`src/verilog/soc_pkg.sv`:
```
package soc_pkg;

	// Bus widths
	typedef logic [31:0] addr_t;  // Byte address
	typedef logic [31:0] word_t;  // Data word
	typedef logic [3:0]  be_t;    // One bit per byte lane

	// Region field sits in the top 15 address bits
	localparam int REGION_LSB = 17;
	typedef logic [31-REGION_LSB:0] region_t;

	// Region map
	localparam region_t REGION_GPIO = 15'd0;  // Former UART slot
	localparam region_t REGION_RAM  = 15'd3;

	// RAM word address, byte address bits 16 to 2
	localparam int RAM_AW = 15;

	// GPIO block
	localparam int GPIO_W = 8;
	typedef logic [GPIO_W-1:0] gpio_t;

	// Register select, byte address bit 2
	localparam logic GPIO_OUT_OFS = 1'b0;  // Output register
	localparam logic GPIO_IN_OFS  = 1'b1;  // Synchronised input register

	// Arbiter FSM
	typedef enum logic [1:0] {
		IDLE,   // Waiting for a request
		INSTR,  // Instruction fetch on the bus
		DATA,   // Data access on the bus
		DONE    // Ready pulse to the processor
	} arb_state_t;

endpackage

```
`src/verilog/gpio_regs.sv`:
```
`timescale 1ns/1ps

module gpio_regs (
	input  logic            clk_i,
	input  logic            reset_i,
	input  logic            read_i,
	input  logic            write_i,
	input  logic            reg_sel_i,      // Address bit 2
	input  soc_pkg::word_t  data_i,
	input  soc_pkg::be_t    byte_select_i,
	output logic            ready_o,
	output soc_pkg::word_t  data_o,
	// Pins
	input  soc_pkg::gpio_t  gpio_i,
	output soc_pkg::gpio_t  gpio_o
);

localparam int PAD_W = $bits(soc_pkg::word_t) - soc_pkg::GPIO_W;

soc_pkg::gpio_t out_q;   // Output register
soc_pkg::gpio_t meta_q;  // First sync stage
soc_pkg::gpio_t in_q;    // Input register, second stage
logic wr_out_s;

// Lane 0 only, input register is read-only
assign wr_out_s = write_i && reg_sel_i == soc_pkg::GPIO_OUT_OFS && byte_select_i[0];

always_ff @(posedge clk_i) begin
	if (reset_i) begin
		out_q   <= '0;
		meta_q  <= '0;
		in_q    <= '0;
		ready_o <= 1'b0;
	end else begin
		if (wr_out_s)
			out_q <= data_i[soc_pkg::GPIO_W-1:0];
		meta_q  <= gpio_i;   // Pins are asynchronous
		in_q    <= meta_q;
		ready_o <= read_i | write_i;
	end
end

assign gpio_o = out_q;

// Read mux, zero-extended to a word
always_ff @(posedge clk_i) begin
	if (read_i)
		data_o <= (reg_sel_i == soc_pkg::GPIO_IN_OFS) ? {{PAD_W{1'b0}}, in_q}
		                                              : {{PAD_W{1'b0}}, out_q};
end

endmodule

```
`config.mk`:
```
export PLATFORM = sky130hd
export DESIGN_NAME = gpio_regs
export DESIGN_NICKNAME = d
export VERILOG_FILES = /design/src/verilog/soc_pkg.sv /design/src/verilog/gpio_regs.sv
export SDC_FILE = /design/constraint.sdc
export NUM_CORES = 1
export LEC_CHECK = 0
export BUFFER_PORTS_ARGS = -buffer_cell sky130_fd_sc_hd__buf_2
export CAP_MARGIN = 5
export CORE_MARGIN = 2
export CORE_UTILIZATION = 44
export CTS_CLUSTER_SIZE = 28
export DETAILED_ROUTE_END_ITERATION = 10
export HOLD_SLACK_MARGIN = 0.1
export PLACE_DENSITY = 0.84
export SYNTH_ARGS = -nofsm -noshare
export SYNTH_HDL_FRONTEND = slang
export SYNTH_SLANG_ARGS = --single-unit
```
`constraint.sdc`:
```
create_clock -name clk_i -period 1.7 [get_ports clk_i]
set_clock_uncertainty 0.05 [all_clocks]
set_input_delay 0.085 -clock clk_i [delete_from_list [all_inputs] [get_ports clk_i]]
set_output_delay 0.085 -clock clk_i [all_outputs]
set_load 0.1 [all_outputs]
```
Word-level counts from Yosys, hierarchy flattened
Cells that the tools add are included. W data, S select, Z words.

Muxes and demuxes: 1. Bitwise logic cells: 2. Reductions and logical operators: 2.

Operators with widths (count): $mux W8 (1); $logic_and A1 B1 Y1 (2); $not A1 Y1 (1); $or A1 B1 Y1 (1).

Bits in registers: 57. Input bits: 49. Output and inout port bits: 41. Logic and storage cells: 10.

Logic depth before layout (Yosys ltp)
Depth after elaboration: 3. Depth in mapped cells: 4. Mapped depth without buffers: 2.

Worst setup path before layout
Ideal clock, no wire load.

Kind: register to register. Start point: register out_q[0] (netlist: gpio_o[0]). End point: register data_o[0] (data pin). Setup time: 136 ps. Arrival time: 1224 ps. Required time: 1514 ps. Setup slack: 290 ps. Stages on the path, launching flop included: 2. Path buffers: 0. Period minus slack after synthesis: 1410 ps. Cell sequence: dfxtp_1 mux2_2.

Cells in the longest elaborated chain, start to end: 1.

Ends and longest elaborated chain: from (decl) (line gpio_regs.sv:20) `soc_pkg::gpio_t out_q;`; from (signal assigned) (line gpio_regs.sv:36) `out_q <= data_i[soc_pkg::GPIO_W-1:0];`; $mux W8 (line gpio_regs.sv:48) `data_o <= (reg_sel_i == soc_pkg::GPIO_IN_OFS) ? {{PAD_W{1'b0}}, in_q}`; to (signal assigned) (line gpio_regs.sv:48); to (decl) (line gpio_regs.sv:12) `output soc_pkg::word_t data_o,`.

Every way passes these cells. A chain may end at the register's enable or synchronous reset.

Worst setup path in the final report
Start point: input read_i. End point: register ready_o.

Cells in the longest elaborated chain, start to end: 1.

Ends and longest elaborated chain: from (decl) (line gpio_regs.sv:6) `input logic read_i,`; $or A1 B1 Y1 (line gpio_regs.sv:39) `ready_o <= read_i | write_i;`; to (signal assigned) (line gpio_regs.sv:39); to (decl) (line gpio_regs.sv:11) `output logic ready_o,`.

Every way passes these cells.

==> flow_summary.yaml <==
floorplanning:
  rows: 20
  start_util_pct: 45.2
  dieArea_sq_um: 3520
  die_y_um: 59.3
  io_pins: 90
  core_sq_um: 2980
  die_w_um: 59.3
power:
  peakVddDrop_v: 0.000531
  power_density_nw_per_um2: 1040
  clkPwrFrac_pct: 22.7
  power_frac_comb_pct: 28.9
  power_leakage_uw: 0.000781
  swShare_pct: 38.0
  sequentialPowerShare_pct: 48.5
  intPower_uw: 1090
  p_sw_uw: 668
worst_setup_path:
  cp.arrival_ns: 1.55
  cp-end-kind: "flop"
  setup.worst_path.class: "in2reg"
  critPathLaunchType: "primary input"
  path_max_fanout: 9
  cp.required_ns: 1.84
cts:
  cts_buffers: 5
  cts_tree: "done"
  cts_sinks: 33
  clk_pin_slew_ns: 0.10
  htree_levels: 2
  cts_max_path_buffers: 2
  root_buffer: "clkbuf_4"
  insertion_delay_ns: 0.32
synth:
  synth_area_per_cell_sq_um: 11.8
  synthTopCellsByCount: "25 x dfxtp_1, 24 x buf_4, 16 x nand2b_1, 16 x nor2b_1"
  async_flop_share_pct: 0
  yosys_warnings: 0
  synthCells: 114
  yosysMostFrequentCell: "dfxtp_1"
  synth_top_area_share_pct: 37.2
  synth_seq_area_share_pct: 55.1
  netlist_area_sq_um: 1350
  synthTopCellsByArea: "dfxtp_1 37%, edfxtp_1 18%, buf_4 13%"
  synth-seq-cells: 33
  yosys.area.top_type: "dfxtp_1"
  ys.flop_type: "dfxtp_1"
  synth-edff-count: 8
  synth.distinct_cells: 12
timing:
  fin_crit_sh_pct: 82.6
  slew_viol_final: 0
  setup_tns_ns: 0
  hold_violations: 0
  fin_crit_ns: 1.40
  setup_ws_ns: 0.296
  max_freq_ghz: 0.712
  slew_headroom_pct: 66.0
  setup_violations: 0
  rsz0062_at_grt: "no"
  tightest_slew_ns: 0.510
final_layout:
  fillCellCount: 260
  final_nets: 221
  final_core_util_pct: 56.7
  multi_input_area_sq_um: 477
  seq_area_sq_um: 741
  drive_above_1_share_pct: 29.5
  antenna_cells: 0
  synthToLayoutAreaGrowth_pct: 25.5
placement:
  hpwlAfterDp_um: 1390
  io_buffers: 38
  place_ws_ns: 0.444
  gp_congestion: 0.767
global_route:
  overflow: 0
  grtUsageTotal_pct: 13.8
  antenna_found_initial: 0
  first_global_vias: 751
  grt_max_degree: 34
  grt_pass1_wl_um: 3370
routing:
  viasPerCell: 4.11
  finalWirelength_um: 2230
  remaining_drc_errors: 0
  drt_iter0_markers: 29
  firstDrtPassIters: 2
  drtAntennaViolNets: 0
  wl_per_cell_um: 10.8
  num_vias: 846
job:
  cap_violations: 0
run_status:
  status: "finished clean"
worst_hold_path:
  worstHoldPathType: "in2reg"
-- final cells by class --
type | instances | area share (%)
Timing Repair Buffer | 57 | 22.5
Clock inverter | 1 | 0.222
Sequential cell | 33 | 43.9
Multi-Input combinational cell | 75 | 28.2
Tap cell | 33 | 2.45
Clock buffer | 7 | 2.67
-- timing repair --
item / in CTS / in global routing
setup buffers: 0 / 0
gates resized for setup: 0 / 0
hold buffers: 19 / 0
hold endpoints to repair: 25 / 0
-- metrics by stage --
stage | std cells | hold WS, ns | instance area, sq um | power, uW
5_1_grt | 206 | 0.172 | 1690 | 1830
3_5_place_dp | 179 | 0.253 | 1450 | 1340
3_3_place_gp | 179 | 0.244 | 1450 | 1340
4_1_cts | 206 | 0.147 | 1690 | 1770
6_report | 206 | 0.160 | 1690 | 1760
2_1_floorplan | 137 | 0.147 | 1430 | 1340
-- path summary, 6_finish.rpt --
| check | start | end | slack, ns | cells after the start |
|---|---|---|---|---|
| worst max-delay path | read_i | ready_o$_SDFF_PP0_ | 0.30 | 5 |
| worst min-delay path | reset_i | in_q[2]$_SDFF_PP0_ | 0.16 | 2 |
| worst max register to register | gpio_o[6]$_SDFFE_PP0P_ | data_o[6]$_DFFE_PP_ | 0.81 | 1 |
| worst min register to register | meta_q[2]$_SDFF_PP0_ | in_q[2]$_SDFF_PP0_ | 0.38 | 1 |
-- critical path, cell delays in order --
cell and delay (ns):
dlygate4sd3_1 0.53, buf_2 0.20, nor2_1 0.12, dlygate4sd3_1 0.57, nor2_1 0.05
-- logic make-up (layout without fill, tap and decap cells) --
logic type,count (synthesis),count (layout),synth area share [%]
other,1,24,0.279
muxes,16,16,12.7
DFF,33,33,55.1
buffers and inverters,29,65,15.9
and+or+nand+nor,35,35,16.1
-- state kept, by name, summed over array words and instances, names as in the netlist --
name / flops
data_o: 8
ready_o: 1
gpio_o: 8
in_q: 8
meta_q: 8
-- layer usage --
layer / vias up / global-route usage [%] / share of wire [%]
met1: 363 / 14.6 / 41
li1: 432 / - / -
met3: 5 / 5.90 / 9.2
met2: 46 / 22.9 / 47
met5: - / 0 / 0
met4: 0 / 7.79 / 2.2
-- power by group through the flow --
stage / registers, uW / clock network (uW) / logic (uW)
detailed placement: 870 / 0 / 473
finish: 851 / 398 / 507
CTS: 851 / 415 / 506
floorplan: 1010 / 0 / 329
global placement: 868 / 0 / 470
global route: 855 / 447 / 524
-- cell usage in the layout, fill, tap and decap left out --
| cell type | Yosys | layout |
|---|---|---|
| buf_2 | 0 | 38 |
| dfxtp_1 | 25 | 25 |
| conb_1 | 1 | 24 |
| dlygate4sd3_1 | 0 | 19 |
| nand2b_1 | 16 | 16 |
| nor2b_1 | 16 | 16 |
| mux2_2 | 8 | 8 |
| mux2i_1 | 8 | 8 |
| edfxtp_1 | 8 | 8 |
| clkbuf_4 | 0 | 5 |
| nor2_1 | 2 | 2 |
| clkbuf_1 | 3 | 2 |
| and3b_1 | 1 | 1 |
| clkinv_1 | 0 | 1 |
Power figures use the tool's default switching activity.
