`src/verilog/soc_pkg.sv`:
```
package soc_pkg;

	// Bus widths
	typedef logic [31:0] addr_t;  // Byte address
	typedef logic [31:0] word_t;  // Data word
	typedef logic [3:0]  be_t;    // One bit per byte lane

	// Region field sits in the top 15 address bits
	localparam int REGION_LSB = 17;
	typedef logic [31-REGION_LSB:0] region_t;

	// Region map
	localparam region_t REGION_GPIO = 15'd0;  // Former UART slot
	localparam region_t REGION_RAM  = 15'd3;

	// RAM word address, byte address bits 16 to 2
	localparam int RAM_AW = 15;

	// GPIO block
	localparam int GPIO_W = 8;
	typedef logic [GPIO_W-1:0] gpio_t;

	// Register select, byte address bit 2
	localparam logic GPIO_OUT_OFS = 1'b0;  // Output register
	localparam logic GPIO_IN_OFS  = 1'b1;  // Synchronised input register

	// Arbiter FSM
	typedef enum logic [1:0] {
		IDLE,   // Waiting for a request
		INSTR,  // Instruction fetch on the bus
		DATA,   // Data access on the bus
		DONE    // Ready pulse to the processor
	} arb_state_t;

endpackage

```
`src/verilog/mem_arbiter.sv`:
```
`timescale 1ns/1ps

module mem_arbiter (
	input  logic            clk_i,
	input  logic            reset_i,
	// Instruction port
	input  logic            instr_rd_i,
	input  soc_pkg::addr_t  instr_addr_i,
	// Data port
	input  logic            data_rd_i,
	input  logic            data_wr_i,
	input  soc_pkg::addr_t  data_addr_i,
	input  soc_pkg::word_t  data_wdata_i,
	input  soc_pkg::be_t    data_be_i,
	// Back to the processor
	output soc_pkg::word_t  instr_data_o,
	output soc_pkg::word_t  data_rdata_o,
	output logic            mem_ready_o,
	// Shared bus
	output logic            bus_rd_o,
	output logic            bus_wr_o,
	output soc_pkg::addr_t  bus_addr_o,
	output soc_pkg::word_t  bus_wdata_o,
	output soc_pkg::be_t    bus_be_o,
	input  logic            bus_ready_i,
	input  soc_pkg::word_t  bus_rdata_i
);

soc_pkg::arb_state_t state_q, state_d;
logic want_data_q;  // Data access pending after the fetch
logic data_wr_q;    // Data access is a write
logic issued_q;     // Strobe sent, waiting for ready
logic req_s;
logic strobe_s;
logic done_s;       // Current access answered

assign req_s = instr_rd_i | data_rd_i | data_wr_i;
assign done_s = issued_q & bus_ready_i;

// One strobe cycle at the start of each access
assign strobe_s = (state_q == soc_pkg::INSTR || state_q == soc_pkg::DATA) && !issued_q;

assign bus_rd_o = strobe_s && (state_q == soc_pkg::INSTR || !data_wr_q);
assign bus_wr_o = strobe_s && state_q == soc_pkg::DATA && data_wr_q;
assign bus_addr_o = (state_q == soc_pkg::INSTR) ? instr_addr_i : data_addr_i;
assign bus_wdata_o = data_wdata_i;  // Held steady by the requester
assign bus_be_o = (state_q == soc_pkg::INSTR) ? '1 : data_be_i;  // Fetch is a full word

assign mem_ready_o = (state_q == soc_pkg::DONE);  // Stall release

always_comb begin
	state_d = state_q;
	case (state_q)
		soc_pkg::IDLE: begin
			if (req_s)
				state_d = instr_rd_i ? soc_pkg::INSTR : soc_pkg::DATA;  // Fetch goes first
		end
		soc_pkg::INSTR: begin
			if (done_s)
				state_d = want_data_q ? soc_pkg::DATA : soc_pkg::DONE;
		end
		soc_pkg::DATA: begin
			if (done_s)
				state_d = soc_pkg::DONE;
		end
		default: state_d = soc_pkg::IDLE;  // DONE lasts one cycle, strobes ignored
	endcase
end

always_ff @(posedge clk_i) begin
	if (reset_i) begin
		state_q     <= soc_pkg::IDLE;
		want_data_q <= 1'b0;
		data_wr_q   <= 1'b0;
		issued_q    <= 1'b0;
	end else begin
		state_q <= state_d;
		// Snapshot of the request mix
		if (state_q == soc_pkg::IDLE && req_s) begin
			want_data_q <= data_rd_i | data_wr_i;
			data_wr_q   <= data_wr_i;
		end
		if (strobe_s)
			issued_q <= 1'b1;
		else if (bus_ready_i)
			issued_q <= 1'b0;
	end
end

// Read data held until the next access of the same kind
always_ff @(posedge clk_i) begin
	if (done_s) begin
		if (state_q == soc_pkg::INSTR)
			instr_data_o <= bus_rdata_i;
		else if (!data_wr_q)
			data_rdata_o <= bus_rdata_i;  // Writes leave it alone
	end
end

endmodule

```
`config.mk`:
```
export PLATFORM = sky130hd
export DESIGN_NAME = mem_arbiter
export DESIGN_NICKNAME = d
export VERILOG_FILES = /design/src/verilog/soc_pkg.sv /design/src/verilog/mem_arbiter.sv
export SDC_FILE = /design/constraint.sdc
export NUM_CORES = 1
export LEC_CHECK = 0
export BUFFER_PORTS_ARGS = -buffer_cell sky130_fd_sc_hd__buf_4
export CAP_MARGIN = 40
export CORE_AREA = 2 2 105 107
export CTS_BUF_LIST = sky130_fd_sc_hd__clkbuf_4 sky130_fd_sc_hd__clkbuf_8
export DETAILED_ROUTE_END_ITERATION = 16
export DIE_AREA = 0 0 107 109
export PLACE_DENSITY = 0.68
export RECOVER_POWER = 100
export SLEW_MARGIN = 20
export SYNTH_ARGS = -nofsm -noshare
export SYNTH_HDL_FRONTEND = slang
export SYNTH_SLANG_ARGS = --single-unit
```
`constraint.sdc`:
```
create_clock -name clk_i -period 3.6 [get_ports clk_i]
set_input_delay 0.36 -clock clk_i [delete_from_list [all_inputs] [get_ports clk_i]]
set_output_delay 0.36 -clock clk_i [all_outputs]
set_load 0.02 [all_outputs]
```
### After elaboration in Yosys (flattened, before gate mapping)

Cells that the tools add are included.

* bits in registers: 69
* output and inout port bits: 135
* word-level logic and storage cells: 42

* eq/ne operators: 6
* multiplexer cells: 10
* bitwise logic cells: 6
* reduce and logical (&&, ||, !) cells: 14

Operators with widths (count)
* $mux W32: 1
* $mux W2: 4
* $ne A2 B2 Y1 const B: 3
* $pmux W2 S3: 1
* $reduce_and A3 Y1: 2
* $logic_and A1 B1 Y1: 5
* $eq A2 B2 Y1 const B: 2
* $mux W4: 1
* $mux W1: 3
* $or A1 B1 Y1: 3
* $eq A2 B1 Y1 const B: 1
* $logic_not A1 Y1: 2
* $logic_not A2 Y1: 1
* $logic_or A1 B1 Y1: 2
* $not A1 Y1: 2
* $reduce_and A2 Y1: 1
* $reduce_bool A2 Y1: 1
* $and A1 B1 Y1: 1

### Longest topological paths before layout

* depth after elaboration: 5
* gate-level depth with buffers: 6
* mapped depth without buffers: 5

### Worst setup path after synthesis

OpenSTA, ideal clock, no wires.

* path type: register to register
* start point: register state_q[1]
* end point: register data_rdata_o[0], enable pin
* arrival: 3.255 ns
* data required time: 3.139 ns
* slack: -0.116 ns
* cell stages (with the launch flop): 6
* buffers on the path: 2
* period minus slack after synthesis: 3.716 ns
* path through: dfxtp_1 inv_1 ha_1 buf_4 buf_4 nor3_1

* longest elaborated chain between the ends: 3

Ends and longest elaborated chain
* start: declaration: RTL line mem_arbiter.sv:29 `soc_pkg::arb_state_t state_q, state_d;`
* start signal: assignment: RTL line mem_arbiter.sv:72 `state_q <= soc_pkg::IDLE;`
* start signal: assignment: RTL line mem_arbiter.sv:77 `state_q <= state_d;`
* $eq A2 B1 Y1: RTL line mem_arbiter.sv:93 `if (state_q == soc_pkg::INSTR)`
* $not A1 Y1 (no line)
* $reduce_and A3 Y1 (no line)
* end signal: assignment: RTL line mem_arbiter.sv:96 `data_rdata_o <= bus_rdata_i;`
* end: declaration: RTL line mem_arbiter.sv:17 `output soc_pkg::word_t data_rdata_o,`

No other way between the ends.
A chain may end at the register's enable or synchronous reset.

### Worst setup path in the final report

Same ends and word-level chain as after synthesis.

==> out/results.ini <==
[logic_synthesis]
synth_ff_type = edfxtp_1
synth_largest_area_cell = edfxtp_1
syn_nets = 324
synth_area_leaders = edfxtp_1 65%, mux2_2 12%, buf_4 8.7%
synth_seq_area_share = 0.6871
ys_warn_count = 0
synth_edf_count = 64
syn-instance-count = 179
synth_seq_cells = 69
synth_most_common_cell = edfxtp_1
avgSynthCellArea_um2 = 16.44
synth.top_cell.area_share = 0.6531
netlist-cell-type-count = 24
async_reset_ff_frac = 0
syn_area_um2 = 2943
synthTopCellsByCount = 64 x edfxtp_1, 34 x buf_4, 32 x mux2_2, 7 x ha_1

[finish]
nNetsFinal = 510
final_layout_size_suffix_gt1_frac = 0.3784
design_area_um2 = 4182
fill_cells = 1092
num_antenna_cells = 0
syn_to_final_growth_pct = 42.09

[hold_path]
holdPathStages = 1
hold_path.class = in2reg

[sta]
setup_tns_ns = 0
min_period_ns = 2.628
maxSlewViolCount = 0
postLayoutSetupSlackWorst_ns = 0.9721
fmax_ghz = 0.3805
setup-violations-final = 0
finalClockSkew_ns = 0.007306
relSlewSlack = 0.1671
rsz0062_at_grt = no
fin_crit_sh = 0.7300
hold_viol = 0
tightest_slew_ns = 1.245

[die]
fp.dieH_um = 109
coreArea_um2 = 10600
die-area_um2 = 11660
fp-row-count = 38
io-pin-count = 273
die_x_um = 107
initial_utilization = 0.2776

[power]
ir_drop_mv = 0.2602
seqPwrFrac = 0.435
pwr-share-comb = 0.306
p_sw_uw = 751.0
power.total_uw = 2331
power_frac_clock = 0.259
p_leak_uw = 0.001539
p_int_uw = 1580
switching_share = 0.3222
cellPowerDensity_nw_per_um2 = 557.3

[critical_path]
worstPathCellList = inv_1 > ha_1 > clkbuf_2 > nor3_1 > clkbuf_2
path_max_fanout = 39
slowest_stage = clkbuf_2
crit_type = reg2reg
required_ns = 3.56
arrival_ns = 2.59
crit_path_frequent_cell = clkbuf_2
cp-end-kind = register
max_stage_delay_ns = 0.67
cp-start-kind = register
worstRegToRegCells = 5

[drt]
wl_per_cell_um = 14.00
wl_met1_um = 2712
top_layer = met4
drc = 0
wl_met3_um = 832
vias = 2130
routed_via_density = 4.176
drt_pass1_iterations = 4
met2WireLength_um = 3446
antenna_left = 0
drt_iter0_drc = 83
wl_um = 7138

[clocking]
post-cts-setup-buffers = 0
numCtsBuffers = 9
cts_root_buf = clkbuf_8
cts-resized-gates = 0
cts_max_level = 3
ctsHoldBuffers = 0
cts.reportedPaths.clkPinSlew_ns = 0.07
cts.sinks = 69
max-clock-path-buffers = 2
clk_latency_ns = 0.34
tritoncts = built

[placed_design]
post-place-ws_ns = 1.597
place_area_um2 = 4476
place.gp.congestion = 0.7733
dp_hpwl_um = 5593
io_buffers = 208

[global_route]
grt_remaining_overflow = 0
antenna_found_initial = 0
grt_max_degree = 40
grt_first_pass_wirelength_um = 10130
grt_use_total = 0.1164
grt_pass1_vias = 1993

[run_status]
outcome = finished clean

[run]
maxCapViolCount = 0

worst max-delay path: cells and delay by family (launching register included):
kind	cells	cell delay, ns
DFF	1	0.42
adders and majority gates	1	0.20
buffers and inverters	3	1.28
and+or+nand+nor	1	0.33
worst paths after layout:
| kind | from | end | slack (ns) |
|---|---|---|---|
| setup reg to reg | state_q[1] | data_rdata_o[0] | 0.97 |
| hold / removal | bus_rdata_i[17] | instr_data_o[17] | 0.23 |
| setup / recovery | state_q[1] | data_rdata_o[0] | 0.97 |
| hold reg to reg | want_data_q | want_data_q | 0.47 |
routing by layer:
metal / track usage / up-vias
met5: 0 / -
met4: 0.06030 / 0
met3: 0.04363 / 18
met2: 0.1965 / 161
met1: 0.1286 / 952
li1: - / 999
kinds of logic after synthesis:
family / after synthesis / synth area share
AOI/OAI and AO/OA: 13 / 0.03232
DFF: 69 / 0.6871
and+or+nand+nor: 17 / 0.03188
buffers and inverters: 41 / 0.09651
muxes: 32 / 0.1225
adders and majority gates: 7 / 0.02976
metrics by stage:
step,hold slack [ns],utilization,instances
final,0.2289,0.3944,510
after global placement,0.4443,0.4195,493
after floorplan,0.4258,-,179
after detailed placement,0.4580,0.4221,494
after global routing,0.2055,0.3944,510
after CTS,0.1787,0.4405,510
power by group through the flow:
stage | combinational (uW) | sequential, uW | clock, uW
final | 714 | 1010 | 603
after global routing | 776 | 1020 | 656
after CTS | 868 | 1010 | 629
after detailed placement | 865 | 1030 | 0
after global placement | 855 | 1030 | 0
after floorplan | 479 | 1100 | 0
cell type report:
class | count | area [um2] | share of cell area
clock buffer | 10 | 131.4 | 0.03142
timing repair buffer | 211 | 1134 | 0.2711
clock inverter | 6 | 63.81 | 0.01526
multi-input combinational | 69 | 636.9 | 0.1523
sequential | 69 | 2022 | 0.4835
tap | 140 | 175.2 | 0.04189
inverter | 5 | 18.77 | 0.004488
layout by cell type (no fill, tap or decap), types with 2 or more instances in the layout:
master,instances
a21oi_1,2
buf_4,73
clkbuf_1,124
clkbuf_2,2
clkbuf_4,12
clkbuf_8,9
clkinv_4,2
dfxtp_1,5
edfxtp_1,64
ha_1,7
inv_1,5
mux2_2,32
nand2_1,4
nor2_1,4
o21ai_0,5
or2_2,4
sequential cells by signal, summed over array words and instances (netlist names):
name and count:
instr_data_o 32, data_wr_q 1, issued_q 1, want_data_q 1, data_rdata_o 32, state_q 2
Note: power is estimated with default switching activity, not from simulation.
