`src/verilog/soc_pkg.sv`:
```
package soc_pkg;

	// Bus widths
	typedef logic [31:0] addr_t;  // Byte address
	typedef logic [31:0] word_t;  // Data word
	typedef logic [3:0]  be_t;    // One bit per byte lane

	// Region field sits in the top 15 address bits
	localparam int REGION_LSB = 17;
	typedef logic [31-REGION_LSB:0] region_t;

	// Region map
	localparam region_t REGION_GPIO = 15'd0;  // Former UART slot
	localparam region_t REGION_RAM  = 15'd3;

	// RAM word address, byte address bits 16 to 2
	localparam int RAM_AW = 15;

	// GPIO block
	localparam int GPIO_W = 8;
	typedef logic [GPIO_W-1:0] gpio_t;

	// Register select, byte address bit 2
	localparam logic GPIO_OUT_OFS = 1'b0;  // Output register
	localparam logic GPIO_IN_OFS  = 1'b1;  // Synchronised input register

	// Arbiter FSM
	typedef enum logic [1:0] {
		IDLE,   // Waiting for a request
		INSTR,  // Instruction fetch on the bus
		DATA,   // Data access on the bus
		DONE    // Ready pulse to the processor
	} arb_state_t;

endpackage

```
`src/verilog/addr_decoder.sv`:
```
`timescale 1ns/1ps

module addr_decoder (
	input  logic            clk_i,
	input  logic            reset_i,
	// From the arbiter
	input  logic            bus_rd_i,
	input  logic            bus_wr_i,
	input  soc_pkg::addr_t  bus_addr_i,
	output logic            bus_ready_o,
	output soc_pkg::word_t  bus_rdata_o,
	// RAM target
	output logic            ram_rd_o,
	output logic            ram_wr_o,
	input  logic            ram_ready_i,
	input  soc_pkg::word_t  ram_rdata_i,
	// GPIO target
	output logic            gpio_rd_o,
	output logic            gpio_wr_o,
	input  logic            gpio_ready_i,
	input  soc_pkg::word_t  gpio_rdata_i
);

soc_pkg::region_t region_s;
logic hit_ram_s, hit_gpio_s;
logic unmapped_s;
logic unmapped_ready_q;  // Stand-in ready for holes in the map

assign region_s = bus_addr_i[31:soc_pkg::REGION_LSB];
assign hit_ram_s = (region_s == soc_pkg::REGION_RAM);
assign hit_gpio_s = (region_s == soc_pkg::REGION_GPIO);
assign unmapped_s = (bus_rd_i | bus_wr_i) & ~hit_ram_s & ~hit_gpio_s;

// Strobe goes to one target at most
assign ram_rd_o  = bus_rd_i & hit_ram_s;
assign ram_wr_o  = bus_wr_i & hit_ram_s;
assign gpio_rd_o = bus_rd_i & hit_gpio_s;
assign gpio_wr_o = bus_wr_i & hit_gpio_s;

always_ff @(posedge clk_i) begin
	if (reset_i)
		unmapped_ready_q <= 1'b0;
	else
		unmapped_ready_q <= unmapped_s;  // Same one-cycle latency as a target
end

assign bus_ready_o = ram_ready_i | gpio_ready_i | unmapped_ready_q;

// Only the answering target drives data, zero otherwise
assign bus_rdata_o = ram_ready_i  ? ram_rdata_i  :
                     gpio_ready_i ? gpio_rdata_i : '0;

endmodule

```
`config.mk`:
```
export PLATFORM = sky130hd
export DESIGN_NAME = addr_decoder
export DESIGN_NICKNAME = d
export VERILOG_FILES = /design/src/verilog/soc_pkg.sv /design/src/verilog/addr_decoder.sv
export SDC_FILE = /design/constraint.sdc
export NUM_CORES = 1
export LEC_CHECK = 0
export BUFFER_PORTS_ARGS = -buffer_cell sky130_fd_sc_hd__buf_2
export CAP_MARGIN = 25
export CORE_MARGIN = 3
export CORE_UTILIZATION = 19
export DETAILED_ROUTE_END_ITERATION = 10
export PLACE_DENSITY_LB_ADDON = 0.3
export SLEW_MARGIN = 15
export SYNTH_ARGS = -nofsm -noshare
export SYNTH_HDL_FRONTEND = slang
export SYNTH_SLANG_ARGS = --single-unit
```
`constraint.sdc`:
```
create_clock -name clk_i -period 2.6 [get_ports clk_i]
set_clock_uncertainty 0.1 [all_clocks]
set_input_delay 0.52 -clock clk_i [delete_from_list [all_inputs] [get_ports clk_i]]
set_output_delay 0.52 -clock clk_i [all_outputs]
set_load 0.005 [all_outputs]
```
---- Yosys cells after proc, flatten, opt, wreduce, memory -nomap -nowiden ----
Cells that the tools add are included.
cells by class
  reduce and logical (&&, ||, !) cells .... 1
  mux-type cells .......................... 2
  bitwise operators ....................... 11
  equal/unequal tests ..................... 1
operators with widths
  operator                                              count
  two-way mux 32 bit                                    2
  equality test 15 x 2 -> 1 bit, second input constant  1
  zero test 15 bit                                      1
  AND 1 bit                                             6
  OR 1 bit                                              3
  NOT 1 bit                                             2
word-level totals
  bits of input ports ..................... 102
  logic and storage cells ................. 16
  register bits after elaboration ......... 1

---- Logic depth before layout (Yosys ltp) ----
Gate-level depths: netlist (run 1).
  depth in word-level cells ............... 4
  depth in mapped cells ................... 4
  depth with buffers taken out ............ 3

---- Worst setup path after synthesis (run 1) ----
Ideal clock, no wire load.
  kind .................................... input -> output
  start point ............................. in bus_addr_i[20]
  end point ............................... out ram_rd_o
  path buffers ............................ 0
  path slack .............................. 0.778 ns
  cell stages on the path ................. 3
  data arrival time ....................... 1.202 ns
  required time ........................... 1.980 ns
  cells stage by stage .................... nor4_1 > and4_1 > and4_1
between the ends
  cells in the longest elaborated chain, start to end .. 2
RTL lines
  what                           line                RTL
  from (decl)                    addr_decoder.sv:9   input soc_pkg::addr_t bus_addr_i,
  equality test 15 x 2 -> 1 bit  addr_decoder.sv:30  assign hit_ram_s = (region_s == soc_pkg::REGION_RAM);
  AND 1 bit                      addr_decoder.sv:35  assign ram_rd_o = bus_rd_i & hit_ram_s;
  to (decl)                      addr_decoder.sv:13  output logic ram_rd_o,
Every way passes these cells.

---- Worst setup path after layout (run 1) ----
Same ends and word-level chain as after synthesis.

==> flow_metrics.env, run 1 <==
export IMPL_status="complete, no violations"
export IMPL_yosysWarnings=0
export IMPL_layout_area_overhead_vs_synth_pct=145
export IMPL_switching_power_w=0.0000636
export IMPL_max_freq_mhz=474
export IMPL_place_inst=201
export IMPL_drt_first_pass_iters=4
export IMPL_hold_path_class="in -> reg"
export IMPL_antenna_found_initial=0
export IMPL_cts_resized_gates=0
export IMPL_ios=139
export IMPL_wl_per_cell_um=13.4
export IMPL_ir_drop_uv=101
export IMPL_p_int_w=0.000118
export IMPL_timing_final_crit_share=0.811
export IMPL_largest_reg_flops=1
export IMPL_power_density_nw_per_um2=169
export IMPL_drc=0
export IMPL_leakage_nw=0.678
export IMPL_critPathMaxStageDelay_ns=0.29
export IMPL_grt_pass1_wl_um=3230
export IMPL_syn_num_nets=161
export IMPL_ys_types=15
export IMPL_endpoint_kind="primary output"
export IMPL_ys_ff_latch=1
export IMPL_seq_power_share=0.093
export IMPL_holdPathEnd="unmapped_ready_q"
export IMPL_cts_hold_buf=0
export IMPL_rows=16
export IMPL_gr_usage_all_layers=0.142
export IMPL_avgSynthCellArea_um2=7.40
export IMPL_place_congestion=0.644
export IMPL_n_fill_cell=207
export IMPL_seq_area_frac_synth=0.0458
export IMPL_grt_pass1_vias=733
export IMPL_worstMarginPinSlew_ns=0.346
export IMPL_min_delay_path_depth=2
export IMPL_drv_slew=0
export IMPL_clkTransAtPathRegs_ns=0
export IMPL_layout_cells_non_filler=202
export IMPL_core_um2=2060
export IMPL_max_slew_margin_rel=0.768
export IMPL_worstHoldStart="reset_i"
export IMPL_crit_slowest_cell="and4_1"
export IMPL_via_per_inst=4.84
export IMPL_drive_above_1_share=0.709
export IMPL_die_w_um=53.9
export IMPL_vias=978
export IMPL_antenna_left=0
export IMPL_port_buffers=121
export IMPL_fin_crit_ns=2.11
export IMPL_tns_ns=0
export IMPL_drt_iter0_drc=8
export IMPL_syn_inst=59
export IMPL_die_y_um=53.9
export IMPL_maxCapViolations=0
export IMPL_setup_viol=0
export IMPL_p_sw_frac=0.351
export IMPL_overflow=0
export IMPL_comb_power_share=0.907
export IMPL_cp_cell_sequence="buf_2 > nor4_1 > and4_1 > and4_1 > buf_2"
export IMPL_worst_slack_ns=0.492
export IMPL_pwr_share_clk=0
export IMPL_netlist_area_um2=437
export IMPL_antennaDiodeCount=0
export IMPL_dieArea_um2=2910
export IMPL_place_area_um2=1050
export IMPL_crit_arrival_ns=1.49
export IMPL_initial_core_util=0.212
export IMPL_cp_required_ns=1.98
export IMPL_dp_hpwl_um=2280
export IMPL_critPathLaunchType="input pin"
export IMPL_fin_nets=279
export IMPL_grt_max_degree=36
export IMPL_crit_type="in -> out"
export IMPL_grt_setup_unrepaired="false"
export IMPL_final_cell_area_um2=1070
export IMPL_wl_um=2700
export IMPL_post_cts_buffers=0
export IMPL_max_flop_register="unmapped_ready_q"
export IMPL_finalHoldViolations=0
export IMPL_path_max_fanout=5
export IMPL_dp_slack_ns=0.108
export IMPL_top_regs="unmapped_ready_q (1)"
-- cell usage in the layout (no fill, tap or decap), types with 2 or more instances in the layout --
| cell type | netlist | layout |
|---|---|---|
| nor4_1 | 2 | 2 |
| a22o_1 | 30 | 30 |
| and3_1 | 2 | 2 |
| and4_1 | 3 | 3 |
| nor2_1 | 3 | 3 |
| o21ai_0 | 2 | 2 |
| buf_2 | 5 | 121 |
| nand2_1 | 4 | 4 |
-- routing by layer --
layer  up-vias  track usage  wire length (um)
li1        482            -                 -
met1       426        0.160               847
met2        68        0.284              1460
met3         2       0.0249               379
met4         0            0                 7
met5         -            0                 0
-- power groups by stage --
stage	logic, W	registers (W)	clock network [W]
finish	0.000164	0.0000168	0
global route	0.000183	0.0000168	0
CTS	0.000162	0.0000168	0
detailed placement	0.000162	0.0000168	0
global placement	0.000159	0.0000168	0
floorplan	0.0000610	0.0000168	0
-- final cells by class --
cell class	instances	area (um^2)	share of cell area
multi-input cells	51	387	0.362
flip-flops and latches	1	20.0	0.0187
well taps	27	33.8	0.0316
repair buffers	123	628	0.588
-- worst max-delay path, delay by kind of cell --
kind / cells / cell delay [ns]
simple gates: 3 / 0.76
buf+inv: 2 / 0.21
-- worst max-delay path by stage --
stage / from / end / slack, ns / cells past startpoint
after floorplan: bus_addr_i[20] / ram_rd_o / 0.78 / 3
after global placement: gpio_ready_i / bus_rdata_o[21] / 0.16 / 4
after detailed placement: gpio_ready_i / bus_rdata_o[28] / 0.11 / 4
after CTS: gpio_ready_i / bus_rdata_o[28] / 0.11 / 4
after global routing: bus_addr_i[27] / ram_rd_o / 0.36 / 5
final: bus_addr_i[20] / ram_rd_o / 0.49 / 5
-- synthesized netlist by cell type --
master | number | area share
xnor2_1 | 1 | 0.020
and3_1 | 2 | 0.029
nor2_1 | 3 | 0.026
o21ai_0 | 2 | 0.023
nand2_1 | 4 | 0.034
nor3_1 | 1 | 0.011
a22o_1 | 30 | 0.60
buf_2 | 5 | 0.057
and4_1 | 3 | 0.060
nor2b_1 | 1 | 0.014
or3_1 | 1 | 0.014
dfxtp_1 | 1 | 0.046
clkbuf_1 | 2 | 0.017
nor4_1 | 2 | 0.029
a211oi_1 | 1 | 0.017
-- stage by stage --
stage / power [W] / hold WS [ns] / util
after floorplan: 0.0000778 / 0.493 / -
after global placement: 0.000176 / 0.586 / 0.511
after detailed placement: 0.000179 / 0.589 / 0.511
after CTS: 0.000179 / 0.589 / 0.511
after global routing: 0.000200 / 0.600 / 0.518
final: 0.000181 / 0.587 / 0.518
-- cell families after synthesis --
logic type | Yosys count | share of synthesized area
AOI/OAI and AO/OA | 33 | 0.642
xor gates and xnor gates | 1 | 0.0201
DFF | 1 | 0.0458
and+or+nand+nor | 17 | 0.218
buffers and inverters | 7 | 0.0745
(Power assumes the default switching activity.)
==> inputs of run 2 (changes only) <==
Settings changed: ABC_AREA set to 1, CORE_UTILIZATION 19 to 24.
Clock period 2.6 ns to 2.1 ns, I/O delays scaled along.
==> run 2 against run 1 <==
Compared with the run above:
- critical path depth unchanged
- worst setup slack worse by 0.14 ns
- design area up 16%
- global-route usage down 0.26 points
- synthesized cell count up 140%
- routed wire length up 0.56%
- via count up 26%
- cell count up 42%
- sequential share of layout area down 0.26 points
- sequential cell count unchanged
- total power up 30%
- largest cell class unchanged
- largest power group unchanged
- highest routed layer is now met3
==> flow_metrics.env, run 2 <==
export IMPL_grt_max_degree=34
export IMPL_yosys_top_cells_count="nand2_1, nand3_1, nor2_1, inv_1, buf_4"
export IMPL_place_area_um2=1240
export IMPL_die_w_um=58.2
export IMPL_synth_enable_flop_cells=0
export IMPL_wl_um=2710
export IMPL_setup_viol=0
export IMPL_leakage_nw=0.883
export IMPL_ir_drop_uv=99.0
export IMPL_endpoint_kind="primary output"
export IMPL_timing_hold_ws_ns=0.571
export IMPL_timing_final_crit_share=0.834
export IMPL_cts_resized_gates=0
export IMPL_max_freq_mhz=571
export IMPL_critPathMaxStageDelay_ns=0.28
export IMPL_cp_required_ns=1.58
export IMPL_fin_nets=360
export IMPL_yosysWarnings=0
export IMPL_crit_slowest_cell="buf_2"
export IMPL_ys_types=12
export IMPL_synthArstFlopShare=0
export IMPL_min_delay_path_depth=4
export IMPL_critPathLaunchType="input pin"
export IMPL_most_common_layout_cells="buf_2, nand2_1, nand3_1"
export IMPL_layout_cells_non_filler=286
export IMPL_layout_area_overhead_vs_synth_pct=89.3
export IMPL_cp_cell_sequence="buf_2 > buf_4 > nand2_1 > nand2_1 > buf_2"
export IMPL_antenna_found_initial=0
export IMPL_netlist_area_um2=654
export IMPL_dr_wl_met3_um=373
export IMPL_path_max_fanout=18
export IMPL_top_layer="met3"
export IMPL_drt_first_pass_iters=4
export IMPL_gr_usage_all_layers=0.139
export IMPL_grt_pass1_wl_um=4010
export IMPL_post_synth_top_count_cell="nand2_1"
export IMPL_dr_wl_met2_um=1280
export IMPL_power_density_nw_per_um2=190
export IMPL_ios=139
export IMPL_overflow=0
export IMPL_seq_area_frac_synth=0.0306
export IMPL_hold_path_class="in -> reg"
export IMPL_maxCapViolations=0
export IMPL_drive_above_1_share=0.492
export IMPL_rows=18
export IMPL_avgSynthCellArea_um2=4.54
export IMPL_wl_met1_um=1060
export IMPL_synth_flop_cell="dfxtp_1"
export IMPL_syn_num_nets=246
export IMPL_core_um2=2540
export IMPL_place_inst=286
export IMPL_tns_ns=0
export IMPL_place_congestion=0.720
export IMPL_crit_arrival_ns=1.23
export IMPL_syn_inst=144
export IMPL_ys_ff_latch=1
export IMPL_final_cell_area_um2=1240
export IMPL_status="complete, no violations"
export IMPL_drt_iter0_drc=59
export IMPL_top_regs="unmapped_ready_q (1)"
export IMPL_synth_top_area_share=0.424
export IMPL_antennaDiodeCount=0
export IMPL_die_y_um=58.2
export IMPL_finalHoldViolations=0
export IMPL_largest_reg_flops=1
export IMPL_drc=0
export IMPL_grt_setup_unrepaired="false"
export IMPL_final_common_cell="buf_2"
export IMPL_antenna_left=0
export IMPL_worstMarginPinSlew_ns=0.312
export IMPL_wl_per_cell_um=9.48
export IMPL_max_slew_margin_rel=0.792
export IMPL_max_flop_register="unmapped_ready_q"
export IMPL_fin_crit_ns=1.75
export IMPL_initial_core_util=0.257
export IMPL_vias=1230
export IMPL_clkTransAtPathRegs_ns=0
export IMPL_n_fill_cell=305
export IMPL_grt_pass1_vias=974
export IMPL_dp_hpwl_um=2220
export IMPL_port_buffers=121
export IMPL_yosysTopAreaCell="nand2_1"
export IMPL_cts_hold_buf=0
export IMPL_yosys_top_cells_area="nand2_1, nand3_1, nor2_1, buf_4, buf_6"
export IMPL_post_cts_buffers=0
export IMPL_crit_type="in -> out"
export IMPL_drv_slew=0
export IMPL_via_per_inst=4.30
export IMPL_dieArea_um2=3390
-- run 2: cell types whose count changed after synthesis, sizes merged, moves of 3 or more --
cell / delta
nand2: +70
nor2: +13
a22o: -30
inv: +7
nand3: +33
buf: +6
and4: -3
-- run 2: path summary, 6_finish.rpt --
kind | startpoint | to
worst max-delay path | ram_ready_i | bus_rdata_o[15]
worst min-delay path | reset_i | unmapped_ready_q
-- run 2: report_power, final --
part | internal (W) | switching (W) | total [W]
sequential | 0.0000207 | 0.000000266 | 0.0000209
clock | 0 | 0 | 0
combinational | 0.000116 | 0.0000978 | 0.000214
total | 0.000137 | 0.0000980 | 0.000235
-- run 2: metrics by stage --
stage / total power (W) / setup WS [ns] / util
3_5_place_dp: 0.000237 / 0.331 / 0.487
5_1_grt: 0.000263 / 0.240 / 0.487
3_3_place_gp: 0.000236 / 0.346 / 0.487
6_report: 0.000235 / 0.349 / 0.487
4_1_cts: 0.000238 / 0.330 / 0.487
2_1_floorplan: 0.000119 / 0.703 / -
-- run 2: final cells by class --
cell class / instances / area [um^2] / area share
Multi-Input combinational cell: 125 / 519 / 0.419
Timing Repair Buffer: 123 / 633 / 0.511
Tap cell: 30 / 37.5 / 0.0303
Sequential cell: 1 / 20.0 / 0.0162
Inverter: 7 / 28.8 / 0.0232
-- run 2: cells by family after synthesis --
| group | Yosys count | share of synthesized area |
|---|---|---|
| flops | 1 | 0.0306 |
| buf+inv | 18 | 0.176 |
| simple gates | 124 | 0.786 |
| compound gates | 1 | 0.00764 |
-- run 2: worst max-delay path: cells and delay by family --
kind | cells | cell delay, ns
buffers and inverters | 3 | 0.66
and+or+nand+nor | 2 | 0.14
-- run 2: layer usage --
layer	global-route usage	vias to the layer above
met5	0	-
met1	0.176	491
li1	-	672
met4	0.00662	0
met2	0.253	67
met3	0.0267	0
